`src/hw/dbg_pkg.sv`:
```
package dbg_pkg;

  // ============================================================
  // Widths and fixed values.
  // ============================================================
  localparam int DBG_W             = 32;
  localparam int SPPE_LANES        = 16;
  localparam int SPPE_W            = 12;
  localparam int SPPE_CAPTURE_LANE = 2;
  localparam int WH_ADDR_W         = 14;
  localparam int FEAT_ADDR_W       = 16;

  localparam logic [WH_ADDR_W-1:0]   WH_TRIGGER_A    = 14'd10;
  localparam logic [WH_ADDR_W-1:0]   WH_TRIGGER_B    = 14'd20;
  localparam logic [FEAT_ADDR_W-1:0] FEAT_ADDR_LIMIT = 16'd43328;

  // Identification words.
  localparam logic [DBG_W-1:0] H_NUM_SPARSE_DATA = 32'd12;
  localparam logic [DBG_W-1:0] BUILD_ID          = 32'd19310;

  // ============================================================
  // Types.
  // ============================================================
  typedef struct packed {
    logic spmm_vld;
    logic spmm_rdy;
    logic dmvm_vld;
    logic dmvm_rdy;
    logic sm_vld;
    logic sm_rdy;
    logic aggr_vld;
    logic aggr_rdy;
  } stage_hs_t;

  typedef struct packed {
    stage_hs_t   hs_seen;
    logic        feat_ena;
    logic        addr_over;
    logic        frozen;
    logic        armed;
    logic [19:0] pad;
  } dbg_status_t;

  typedef enum logic [1:0] {IDLE = 2'd0, ARMED = 2'd1, FROZEN = 2'd2} dbg_state_e;

  typedef enum logic [2:0] {
    ID = 3'd0, STATUS = 3'd1, CAPTURE_A = 3'd2, CAPTURE_B = 3'd3, COUNT = 3'd4, BUILD = 3'd5
  } rd_sel_e;

endpackage
```
`src/hw/gat_debugger.sv`:
```
`timescale 1ns/100ps

module gat_debugger (
  input  logic                                                 clk,
  input  logic                                                 rst_n,
  input  logic                                                 arm_i,
  input  logic                                                 clear_i,
  input  logic [dbg_pkg::DBG_W-1:0]                            count_limit_i,
  input  dbg_pkg::stage_hs_t                                   hs_i,
  input  logic                                                 feat_ena_i,
  input  logic [dbg_pkg::FEAT_ADDR_W-1:0]                      feat_addr_i,
  input  logic [dbg_pkg::WH_ADDR_W-1:0]                        wh_addr_i,
  input  logic [dbg_pkg::SPPE_LANES-1:0][dbg_pkg::SPPE_W-1:0]  sppe_i,
  input  dbg_pkg::rd_sel_e                                     rd_sel_i,
  output logic [dbg_pkg::DBG_W-1:0]                            rd_data_o
);

  import dbg_pkg::*;

  logic              rec_en;
  logic              clr;
  logic              limit_hit;
  dbg_state_e        state;
  stage_hs_t         hs_seen;
  logic              feat_ena_seen;
  logic              feat_addr_over;
  logic [SPPE_W-1:0] cap_a;
  logic [SPPE_W-1:0] cap_b;
  logic [DBG_W-1:0]  count;

  // ============================================================
  // Control.
  // ============================================================
  dbg_ctrl_fsm ctrl_fsm_i (
    .clk, .rst_n, .arm_i, .clear_i, .limit_hit_i(limit_hit),
    .rec_en_o(rec_en), .clr_o(clr), .state_o(state)
  );

  dbg_event_counter event_counter_i (
    .clk, .rst_n, .rec_en_i(rec_en), .clr_i(clr), .sm_vld_i(hs_i.sm_vld),
    .limit_i(count_limit_i), .count_o(count), .limit_hit_o(limit_hit)
  );

  // ============================================================
  // Recording and readout.
  // ============================================================
  hs_sticky_flags sticky_flags_i (
    .clk, .rst_n, .rec_en_i(rec_en), .clr_i(clr), .hs_i, .feat_ena_i, .feat_addr_i,
    .hs_seen_o(hs_seen), .feat_ena_seen_o(feat_ena_seen), .feat_addr_over_o(feat_addr_over)
  );

  sppe_capture sppe_capture_i (
    .clk, .rst_n, .rec_en_i(rec_en), .clr_i(clr), .spmm_rdy_i(hs_i.spmm_rdy),
    .wh_addr_i, .sppe_i, .cap_a_o(cap_a), .cap_b_o(cap_b)
  );

  dbg_readout readout_i (
    .clk, .rst_n, .rd_sel_i, .state_i(state), .hs_seen_i(hs_seen),
    .feat_ena_seen_i(feat_ena_seen), .feat_addr_over_i(feat_addr_over),
    .cap_a_i(cap_a), .cap_b_i(cap_b), .count_i(count), .rd_data_o
  );

endmodule

```
`src/hw/dbg_readout.sv`:
```
`timescale 1ns/100ps

module dbg_readout (
  input  logic                       clk,
  input  logic                       rst_n,
  input  dbg_pkg::rd_sel_e           rd_sel_i,
  input  dbg_pkg::dbg_state_e        state_i,
  input  dbg_pkg::stage_hs_t         hs_seen_i,
  input  logic                       feat_ena_seen_i,
  input  logic                       feat_addr_over_i,
  input  logic [dbg_pkg::SPPE_W-1:0] cap_a_i,
  input  logic [dbg_pkg::SPPE_W-1:0] cap_b_i,
  input  logic [dbg_pkg::DBG_W-1:0]  count_i,
  output logic [dbg_pkg::DBG_W-1:0]  rd_data_o
);

  import dbg_pkg::*;

  dbg_status_t status;

  always_comb begin
    status           = '0;
    status.hs_seen   = hs_seen_i;
    status.feat_ena  = feat_ena_seen_i;
    status.addr_over = feat_addr_over_i;
    status.frozen    = (state_i == FROZEN);
    status.armed     = (state_i == ARMED);
  end

  always_ff @(posedge clk or negedge rst_n) begin
    if (!rst_n) begin
      rd_data_o <= '0;
    end else begin
      case (rd_sel_i)
        ID:        rd_data_o <= H_NUM_SPARSE_DATA;
        STATUS:    rd_data_o <= status;
        CAPTURE_A: rd_data_o <= {{(DBG_W-SPPE_W){1'b0}}, cap_a_i};
        CAPTURE_B: rd_data_o <= {{(DBG_W-SPPE_W){1'b0}}, cap_b_i};
        COUNT:     rd_data_o <= count_i;
        BUILD:     rd_data_o <= BUILD_ID;
        default:   rd_data_o <= '0;
      endcase
    end
  end

  a_sel_named : assert property (@(posedge clk) disable iff (!rst_n)
    rd_sel_i inside {ID, STATUS, CAPTURE_A, CAPTURE_B, COUNT, BUILD})
    else $warning("Unnamed readout select value %0d.", rd_sel_i);

endmodule

```
`src/hw/sppe_capture.sv`:
```
`timescale 1ns/100ps

module sppe_capture (
  input  logic                                                 clk,
  input  logic                                                 rst_n,
  input  logic                                                 rec_en_i,
  input  logic                                                 clr_i,
  input  logic                                                 spmm_rdy_i,
  input  logic [dbg_pkg::WH_ADDR_W-1:0]                        wh_addr_i,
  input  logic [dbg_pkg::SPPE_LANES-1:0][dbg_pkg::SPPE_W-1:0]  sppe_i,
  output logic [dbg_pkg::SPPE_W-1:0]                           cap_a_o,
  output logic [dbg_pkg::SPPE_W-1:0]                           cap_b_o
);

  import dbg_pkg::*;

  logic [SPPE_W-1:0] cap_a_q;
  logic [SPPE_W-1:0] cap_b_q;
  logic [SPPE_W-1:0] lane;
  logic              hit_a;
  logic              hit_b;

  assign lane  = sppe_i[SPPE_CAPTURE_LANE];
  assign hit_a = rec_en_i && spmm_rdy_i && (wh_addr_i == WH_TRIGGER_A);
  assign hit_b = rec_en_i && spmm_rdy_i && (wh_addr_i == WH_TRIGGER_B);

  // Last hit wins.
  always_ff @(posedge clk or negedge rst_n) begin
    if (!rst_n) begin
      cap_a_q <= '0;
      cap_b_q <= '0;
    end else if (clr_i) begin
      cap_a_q <= '0;
      cap_b_q <= '0;
    end else begin
      if (hit_a) begin
        cap_a_q <= lane;
      end
      if (hit_b) begin
        cap_b_q <= lane;
      end
    end
  end

  assign cap_a_o = cap_a_q;
  assign cap_b_o = cap_b_q;

endmodule

```
`src/hw/hs_sticky_flags.sv`:
```
`timescale 1ns/100ps

module hs_sticky_flags (
  input  logic                            clk,
  input  logic                            rst_n,
  input  logic                            rec_en_i,
  input  logic                            clr_i,
  input  dbg_pkg::stage_hs_t              hs_i,
  input  logic                            feat_ena_i,
  input  logic [dbg_pkg::FEAT_ADDR_W-1:0] feat_addr_i,
  output dbg_pkg::stage_hs_t              hs_seen_o,
  output logic                            feat_ena_seen_o,
  output logic                            feat_addr_over_o
);

  import dbg_pkg::*;

  stage_hs_t hs_seen_q;
  logic      feat_ena_q;
  logic      addr_over_q;
  logic      addr_over_now;

  // Only a real write can go past the limit.
  assign addr_over_now = feat_ena_i && (feat_addr_i >= FEAT_ADDR_LIMIT);

  // ============================================================
  // Sticky flags that only clr resets.
  // ============================================================
  always_ff @(posedge clk or negedge rst_n) begin
    if (!rst_n) begin
      hs_seen_q   <= '0;
      feat_ena_q  <= 1'b0;
      addr_over_q <= 1'b0;
    end else if (clr_i) begin
      hs_seen_q   <= '0;
      feat_ena_q  <= 1'b0;
      addr_over_q <= 1'b0;
    end else if (rec_en_i) begin
      hs_seen_q   <= hs_seen_q | hs_i;
      feat_ena_q  <= feat_ena_q | feat_ena_i;
      addr_over_q <= addr_over_q | addr_over_now;
    end
  end

  assign hs_seen_o        = hs_seen_q;
  assign feat_ena_seen_o  = feat_ena_q;
  assign feat_addr_over_o = addr_over_q;

endmodule

```
`src/hw/dbg_event_counter.sv`:
```
`timescale 1ns/100ps

module dbg_event_counter (
  input  logic                      clk,
  input  logic                      rst_n,
  input  logic                      rec_en_i,
  input  logic                      clr_i,
  input  logic                      sm_vld_i,
  input  logic [dbg_pkg::DBG_W-1:0] limit_i,
  output logic [dbg_pkg::DBG_W-1:0] count_o,
  output logic                      limit_hit_o
);

  import dbg_pkg::*;

  logic [DBG_W-1:0] count_q;

  // A zero limit means count without end.
  assign limit_hit_o = (limit_i != '0) && (count_q == limit_i);

  // Holding at the limit covers the cycle before the FSM freezes.
  always_ff @(posedge clk or negedge rst_n) begin
    if (!rst_n) begin
      count_q <= '0;
    end else if (clr_i) begin
      count_q <= '0;
    end else if (rec_en_i && sm_vld_i && !limit_hit_o) begin
      count_q <= count_q + 1'b1;
    end
  end

  assign count_o = count_q;

  a_count_idle : assert property (@(posedge clk) disable iff (!rst_n)
    !rec_en_i && !clr_i |=> $stable(count_q));

endmodule

```
`src/hw/dbg_ctrl_fsm.sv`:
```
`timescale 1ns/100ps

module dbg_ctrl_fsm (
  input  logic                clk,
  input  logic                rst_n,
  input  logic                arm_i,
  input  logic                clear_i,
  input  logic                limit_hit_i,
  output logic                rec_en_o,
  output logic                clr_o,
  output dbg_pkg::dbg_state_e state_o
);

  import dbg_pkg::*;

  dbg_state_e state_q;
  dbg_state_e state_d;

  // Clear beats arm when both arrive together.
  always_comb begin
    state_d = state_q;
    if (clear_i) begin
      state_d = IDLE;
    end else begin
      case (state_q)
        IDLE: begin
          if (arm_i) begin
            state_d = ARMED;
          end
        end
        ARMED: begin
          if (limit_hit_i) begin
            state_d = FROZEN;
          end
        end
        FROZEN: begin
          state_d = FROZEN;
        end
        default: begin
          state_d = IDLE;
        end
      endcase
    end
  end

  always_ff @(posedge clk or negedge rst_n) begin
    if (!rst_n) begin
      state_q <= IDLE;
    end else begin
      state_q <= state_d;
    end
  end

  assign rec_en_o = (state_q == ARMED);
  assign clr_o    = clear_i;
  assign state_o  = state_q;

  a_state_legal : assert property (@(posedge clk) disable iff (!rst_n)
    state_q inside {IDLE, ARMED, FROZEN});

  // Only a clear takes the monitor out of FROZEN.
  a_frozen_hold : assert property (@(posedge clk) disable iff (!rst_n)
    (state_q == FROZEN) && !clear_i |=> (state_q == FROZEN));

endmodule

```
`config.mk`:
```
export PLATFORM = sky130hd
export DESIGN_NAME = gat_debugger
export DESIGN_NICKNAME = d
export VERILOG_FILES = /design/src/hw/dbg_pkg.sv /design/src/hw/gat_debugger.sv /design/src/hw/dbg_readout.sv /design/src/hw/sppe_capture.sv /design/src/hw/hs_sticky_flags.sv /design/src/hw/dbg_event_counter.sv /design/src/hw/dbg_ctrl_fsm.sv
export SDC_FILE = /design/constraint.sdc
export NUM_CORES = 1
export LEC_CHECK = 0
export CAP_MARGIN = 10
export CORE_ASPECT_RATIO = 1.75
export CORE_UTILIZATION = 30
export CTS_CLUSTER_DIAMETER = 50
export DETAILED_ROUTE_END_ITERATION = 10
export DONT_BUFFER_PORTS = 1
export PLACE_DENSITY = 0.53
export SYNTH_ARGS = -nofsm -noshare
export SYNTH_HDL_FRONTEND = slang
export SYNTH_SLANG_ARGS = --single-unit
export TNS_END_PERCENT = 30
```
`constraint.sdc`:
```
create_clock -name clk -period 2.5 [get_ports clk]
set_clock_uncertainty 0.1 [all_clocks]
set_input_delay 0.25 -clock clk [delete_from_list [all_inputs] [get_ports clk]]
set_output_delay 0.25 -clock clk [all_outputs]
set_load 0.02 [all_outputs]
```
# Word-level counts from Yosys, hierarchy flattened
# Cells that the tools add are included.
classes:
  muxes: 17
  n_addsub: 1
  n_eq_ne: 12
  bitwise_logic: 3
  n_lt_le_gt_ge: 1
  n_reduce_logical: 16
ops:
  columns: ["operator", "count"]
  rows:
  - ["32-bit case mux with 6 select lines", 1]
  - ["32-bit 2-to-1 mux", 2]
  - ["12-bit 2-to-1 mux", 4]
  - ["32-bit by 1-bit adder with 32-bit output, second input constant", 1]
  - ["32-bit == test", 1]
  - ["32-bit nonzero test", 1]
  - ["16-bit >= comparator, second input constant", 1]
  - ["8-bit 2-to-1 mux", 2]
  - ["14-bit by 4-bit == test with 1-bit output, second input constant", 1]
  - ["14-bit by 5-bit == test with 1-bit output, second input constant", 1]
  - ["8-bit bitwise OR", 1]
  - ["2-bit nonzero test", 4]
  - ["1-bit logical AND", 7]
  - ["3-bit by 2-bit == test with 1-bit output, second input constant", 2]
  - ["3-bit == test, second input constant", 2]
  - ["2-bit 2-to-1 mux", 3]
  - ["3-bit != test, second input constant", 2]
  - ["2-bit case mux with 3 select lines", 1]
  - ["1-bit 2-to-1 mux", 4]
  - ["3-bit by 1-bit == test with 1-bit output, second input constant", 1]
  - ["3-bit zero test", 1]
  - ["2-bit by 1-bit == test with 1-bit output, second input constant", 1]
  - ["2-bit == test, second input constant", 1]
  - ["2-bit zero test", 1]
  - ["3 further kinds", 4]
totals:
  inputBits: 270
  register_bits: 100
  word_cells: 65
  out_inout_bits: 32

# Depth between registers and ports, before layout
logic_depth:
  word_depth: 6
  mapped_depth: 10
  ltp_nobuf: 8

# Hierarchy
# A second synthesis with hierarchy kept.
hier_totals:
  cells_unflattened: 521
  area_unflattened_um2: 5549.1
modules_own_cells:
  columns: ["mod", "area_per_inst_um2", "cells_per_inst", "seq_area_each_um2", "instances"]
  rows:
  - ["dbg_event_counter", 2259.7, 242, 800.8, 1]
  - ["dbg_readout", 1491.4, 126, 800.8, 1]
  - ["sppe_capture", 1206.2, 97, 600.6, 1]
  - ["hs_sticky_flags", 414.1, 39, 250.2, 1]
  - ["dbg_ctrl_fsm", 177.7, 17, 50.0, 1]

# Least setup slack after synthesis
# Ideal clock, no wire load.
synth_path:
  path_type: "register to register"
  start: "reg event_counter_i.count_q[6], in the netlist event_counter_i.count_o[6]"
  end: "reg event_counter_i.count_q[31], in the netlist event_counter_i.count_o[31]"
  arrival_ns: 2.138
  synth_period_minus_slack_ns: 2.316
  slack_ns: 0.184
  setup_time_ns: 0.078
  path_stages_with_launch: 8
  cell_sequence: "dfrtp_1 clkbuf_2 nand4_4 nor4_4 nand3_2 or4_1 or3_1 a21oi_1"
synth_between:
  elab_chain_cells: 5
  elab_cells_between_ends: 8
  classes_between: "add/sub: 1; eq/ne: 1; mux: 2; reduce/logical: 4"
synth_lines:
  columns: ["element", "line_no", "rtl"]
  rows:
  - ["from (decl)", "dbg_event_counter.sv:16", "logic [DBG_W-1:0] count_q;"]
  - ["from (signal assigned)", "dbg_event_counter.sv:28", "count_q <= count_q + 1'b1;"]
  - ["parallel branches: the longest is 5 deep, another holds 32-bit by 1-bit adder with 32-bit output", null, null]
# Parallel ways; which one is timed is not known. The select of a mux whose other input is x is not followed.
# A chain may end at the register's enable or synchronous reset.

# Worst setup path in the final report
layout_path:
  start: "reg event_counter_i.count_q[10], in the netlist event_counter_i.count_o[10]"
  end: "reg event_counter_i.count_q[31], in the netlist event_counter_i.count_o[31]"
# Same word-level chain as after synthesis.

==> impl_metrics.py <==
metrics = {
    "sta": {
        "fin_setup_tns_ns": 0,
        "max_slew_margin": 0.631,
        "hold_viol": 100,
        "setup_viol": 0,
        "rsz0062_at_grt": "no",
        "holdWs_ns": -0.501,
        "maxSlewViolCount": 0,
        "period_share": 0.966,
        "max_freq_ghz": 0.414,
        "finalCriticalPeriod_ns": 2.42,
        "worst_slew_pin_slew_ns": 0.551,
    },
    "cts": {
        "htreeDepth": 3,
        "clockBufferDepth": 2,
        "clock-sinks": 100,
        "post_cts_buffers": 0,
        "hold_buffers": 26,
        "clkLatencyLatePin_ns": 0.34,
        "root_buffer": "clkbuf_16",
        "cts_tree": "done",
        "cts_buffers": 9,
        "clkTransAtPathRegs_ns": 0.07,
    },
    "cells_and_area": {
        "finalNonFillerCells": 786,
        "drive_gt1_frac": 0.113,
        "multi_input_area_mm2": 0.00249,
        "area_growth_pct": 18.5,
        "antennaDiodeCount": 0,
        "fin_nets": 829,
        "num-fill-cells": 1775,
        "seq_area_mm2": 0.00250,
    },
    "worst_setup_path": {
        "crit_slowest_cell": "or4_1",
        "startpoint_type": "flip-flop",
        "cp_data_arrival_time_ns": 2.59,
        "crit_family": "simple AND/OR/NAND/NOR gates",
        "worstPathRequired_ns": 2.67,
        "crit_fanout": 6,
        "path_class": "flip-flop to flip-flop",
        "end_kind": "flip-flop",
        "crit_buf_inv": 0,
        "crit_path_cell_trace": "nand3_1, nor4_4, nand3_2, or4_1, or3_1, a21oi_1",
        "critical_path.max_stage_delay_ns": 0.53,
    },
    "global_route": {
        "track_usage": 0.176,
        "grt_overflow": 0,
        "grt_pass1_wl_um": 23300,
        "antenna_found_initial": 0,
        "grt_max_degree": 101,
        "first_global_vias": 4104,
    },
    "status": {
        "violations": "negative hold slack",
        "status": "finished, violations left",
    },
    "placement": {
        "port_buffers": 0,
        "gp_congestion": 0.888,
        "hpwl_um": 10500,
        "dpl.cell_count": 744,
    },
    "routing": {
        "detail-route-antenna-nets": 0,
        "drt_iter0_markers": 172,
        "drc": 0,
        "wl_per_cell_um": 18.6,
        "viasPerCell": 5.09,
        "drtPass1Iterations": 4,
        "wirelength_um": 14600,
        "vias": 4001,
    },
    "floorplan": {
        "rows": 63,
        "io_pins": 302,
        "die_x_um": 101,
        "die_h_um": 175,
        "coreArea_mm2": 0.0169,
        "start_util": 0.305,
        "die_area_mm2": 0.0177,
    },
    "synthesis": {
        "synth.net_count": 805,
        "avgSynthCellArea_um2": 9.71,
        "syn_inst": 530,
        "synth_edf_count": 0,
        "synthArstFlopShare": 1.00,
        "yosysWarnings": 0,
        "ys_seq_area_frac": 0.486,
        "netlist_area_mm2": 0.00515,
        "yosysUniqueCellTypes": 38,
        "ys.flop_type": "dfrtp_1",
        "ys_ff_latch": 100,
    },
    "job": {
        "drv_cap": 0,
    },
    "pwr": {
        "vdd_drop_max_uv": 412,
        "p_per_area_mw_per_mm2": 622,
        "leakagePower_nw": 2.85,
    },
    "hold_path": {
        "hold_class": "primary input to asynchronous set/reset pin",
    },
}
## area by class of cell
class / count / area share
clock buffers: 10 / 0.0375
clock inverters: 6 / 0.0183
inverters: 7 / 0.00431
multi-input cells: 386 / 0.408
flip-flops and latches: 100 / 0.410
well taps: 227 / 0.0466
repair buffers: 50 / 0.0751
## worst register-to-register path, delay by kind of cell (launching register included)
kind	cells	cell delay, ns
and+or+nand+nor	5	1.61
AOI/OAI and AO/OA	1	0.14
DFF	1	0.51
## path summary, 6_finish.rpt
path                                                         to  cells past startpoint                        start  slack [ns]
worst max register to register      event_counter_i.count_o[31]                      6  event_counter_i.count_o[10]        0.08
max in group asynchronous           event_counter_i.count_o[25]                      0                        rst_n        2.59
worst max-delay path                event_counter_i.count_o[31]                      6  event_counter_i.count_o[10]        0.08
min in group clk                sticky_flags_i.feat_addr_over_o                      2                   feat_ena_i        0.01
worst min register to register      sticky_flags_i.hs_seen_o[4]                      2  sticky_flags_i.hs_seen_o[4]        0.40
worst min-delay path                    readout_i.rd_data_o[17]                      0                        rst_n       -0.50
## kinds of logic after synthesis
| family | count (synthesis) | synth area share |
|---|---|---|
| muxes | 45 | 0.0914 |
| buffers and inverters | 44 | 0.0328 |
| xor gates and xnor gates | 33 | 0.0562 |
| DFF | 100 | 0.486 |
| AOI/OAI and AO/OA | 84 | 0.0982 |
| and+or+nand+nor | 219 | 0.223 |
| adders and majority gates | 5 | 0.0122 |
## cell usage after synthesis (6+ instances only)
| cell | n | area, µm² |
|---|---|---|
| dfrtp_1 | 100 | 2500 |
| and3_1 | 10 | 62.6 |
| or4_1 | 6 | 45.0 |
| nand2_1 | 18 | 67.6 |
| a21oi_1 | 29 | 145 |
| a22oi_1 | 22 | 165 |
| nor3_1 | 14 | 70.1 |
| or3_1 | 14 | 87.6 |
| mux2i_1 | 29 | 290 |
| nor4_1 | 18 | 113 |
| mux2_2 | 16 | 180 |
| inv_1 | 7 | 26.3 |
| xor2_1 | 33 | 289 |
| nor2_1 | 76 | 285 |
| clkbuf_1 | 31 | 116 |
| nand4_1 | 10 | 62.6 |
| nor2b_1 | 18 | 113 |
| nand3_1 | 16 | 80.1 |
| nand2b_1 | 10 | 62.6 |
| o21ai_0 | 25 | 125 |
## metrics by stage
step / total power [mW] / instance area (µm²) / utilization / hold WS, ns / setup slack, ns
2_1_floorplan: 2.05 / 5150 / - / -0.146 / 0.184
3_3_place_gp: 2.14 / 5470 / 0.325 / -0.138 / 0.119
3_5_place_dp: 2.15 / 5470 / 0.325 / -0.138 / 0.104
4_1_cts: 3.83 / 6090 / 0.361 / -0.517 / 0.0881
5_1_grt: 3.98 / 6100 / 0.362 / -0.527 / 0.00462
6_report: 3.79 / 6100 / 0.362 / -0.501 / 0.0848
## registers in the layout (all words and copies together), names as in the netlist
signal and flops:
sticky_flags_i.feat_addr_over_o 1, sticky_flags_i.feat_ena_seen_o 1, readout_i.rd_data_o 32, sppe_capture_i.cap_b_o 12
sppe_capture_i.cap_a_o 12, event_counter_i.count_o 32, sticky_flags_i.hs_seen_o 8, ctrl_fsm_i.state_o 2
## layer usage
metal | global-route usage | vias up | wire length (µm)
li1 | - | 1914 | -
met1 | 0.215 | 1963 | 6030
met2 | 0.287 | 110 | 7130
met3 | 0.0621 | 14 | 1170
met4 | 0.0580 | 0 | 276
met5 | 0 | - | 0
## cells in the final DEF (no fill, tap or decap), types with 14 or more instances in the layout
cell,instances
buf_4,24
a21oi_1,29
nand3_1,16
nand2_1,18
or3_1,14
mux2i_1,29
dlygate4sd3_1,25
a22oi_1,22
dfrtp_1,100
nor4_1,18
nor2_1,76
mux2_2,16
o21ai_0,25
nor2b_1,18
xor2_1,33
## where the power goes
| group | internal (mW) | total [mW] | leakage, nW | switching (mW) |
|---|---|---|---|---|
| logic | 0.198 | 0.436 | 1.30 | 0.238 |
| registers | 1.68 | 1.75 | 1.39 | 0.0687 |
| clock network | 0.981 | 1.61 | 0.163 | 0.625 |
| total | 2.86 | 3.79 | 2.85 | 0.932 |
## repair_timing
| action | CTS | global route |
|---|---|---|
| gates resized for setup | 0 | 2 |
| endpoints found under the hold margin | 168 | 100 |
| endpoints found under the setup margin | 0 | 5 |
(Power assumes the default switching activity.)
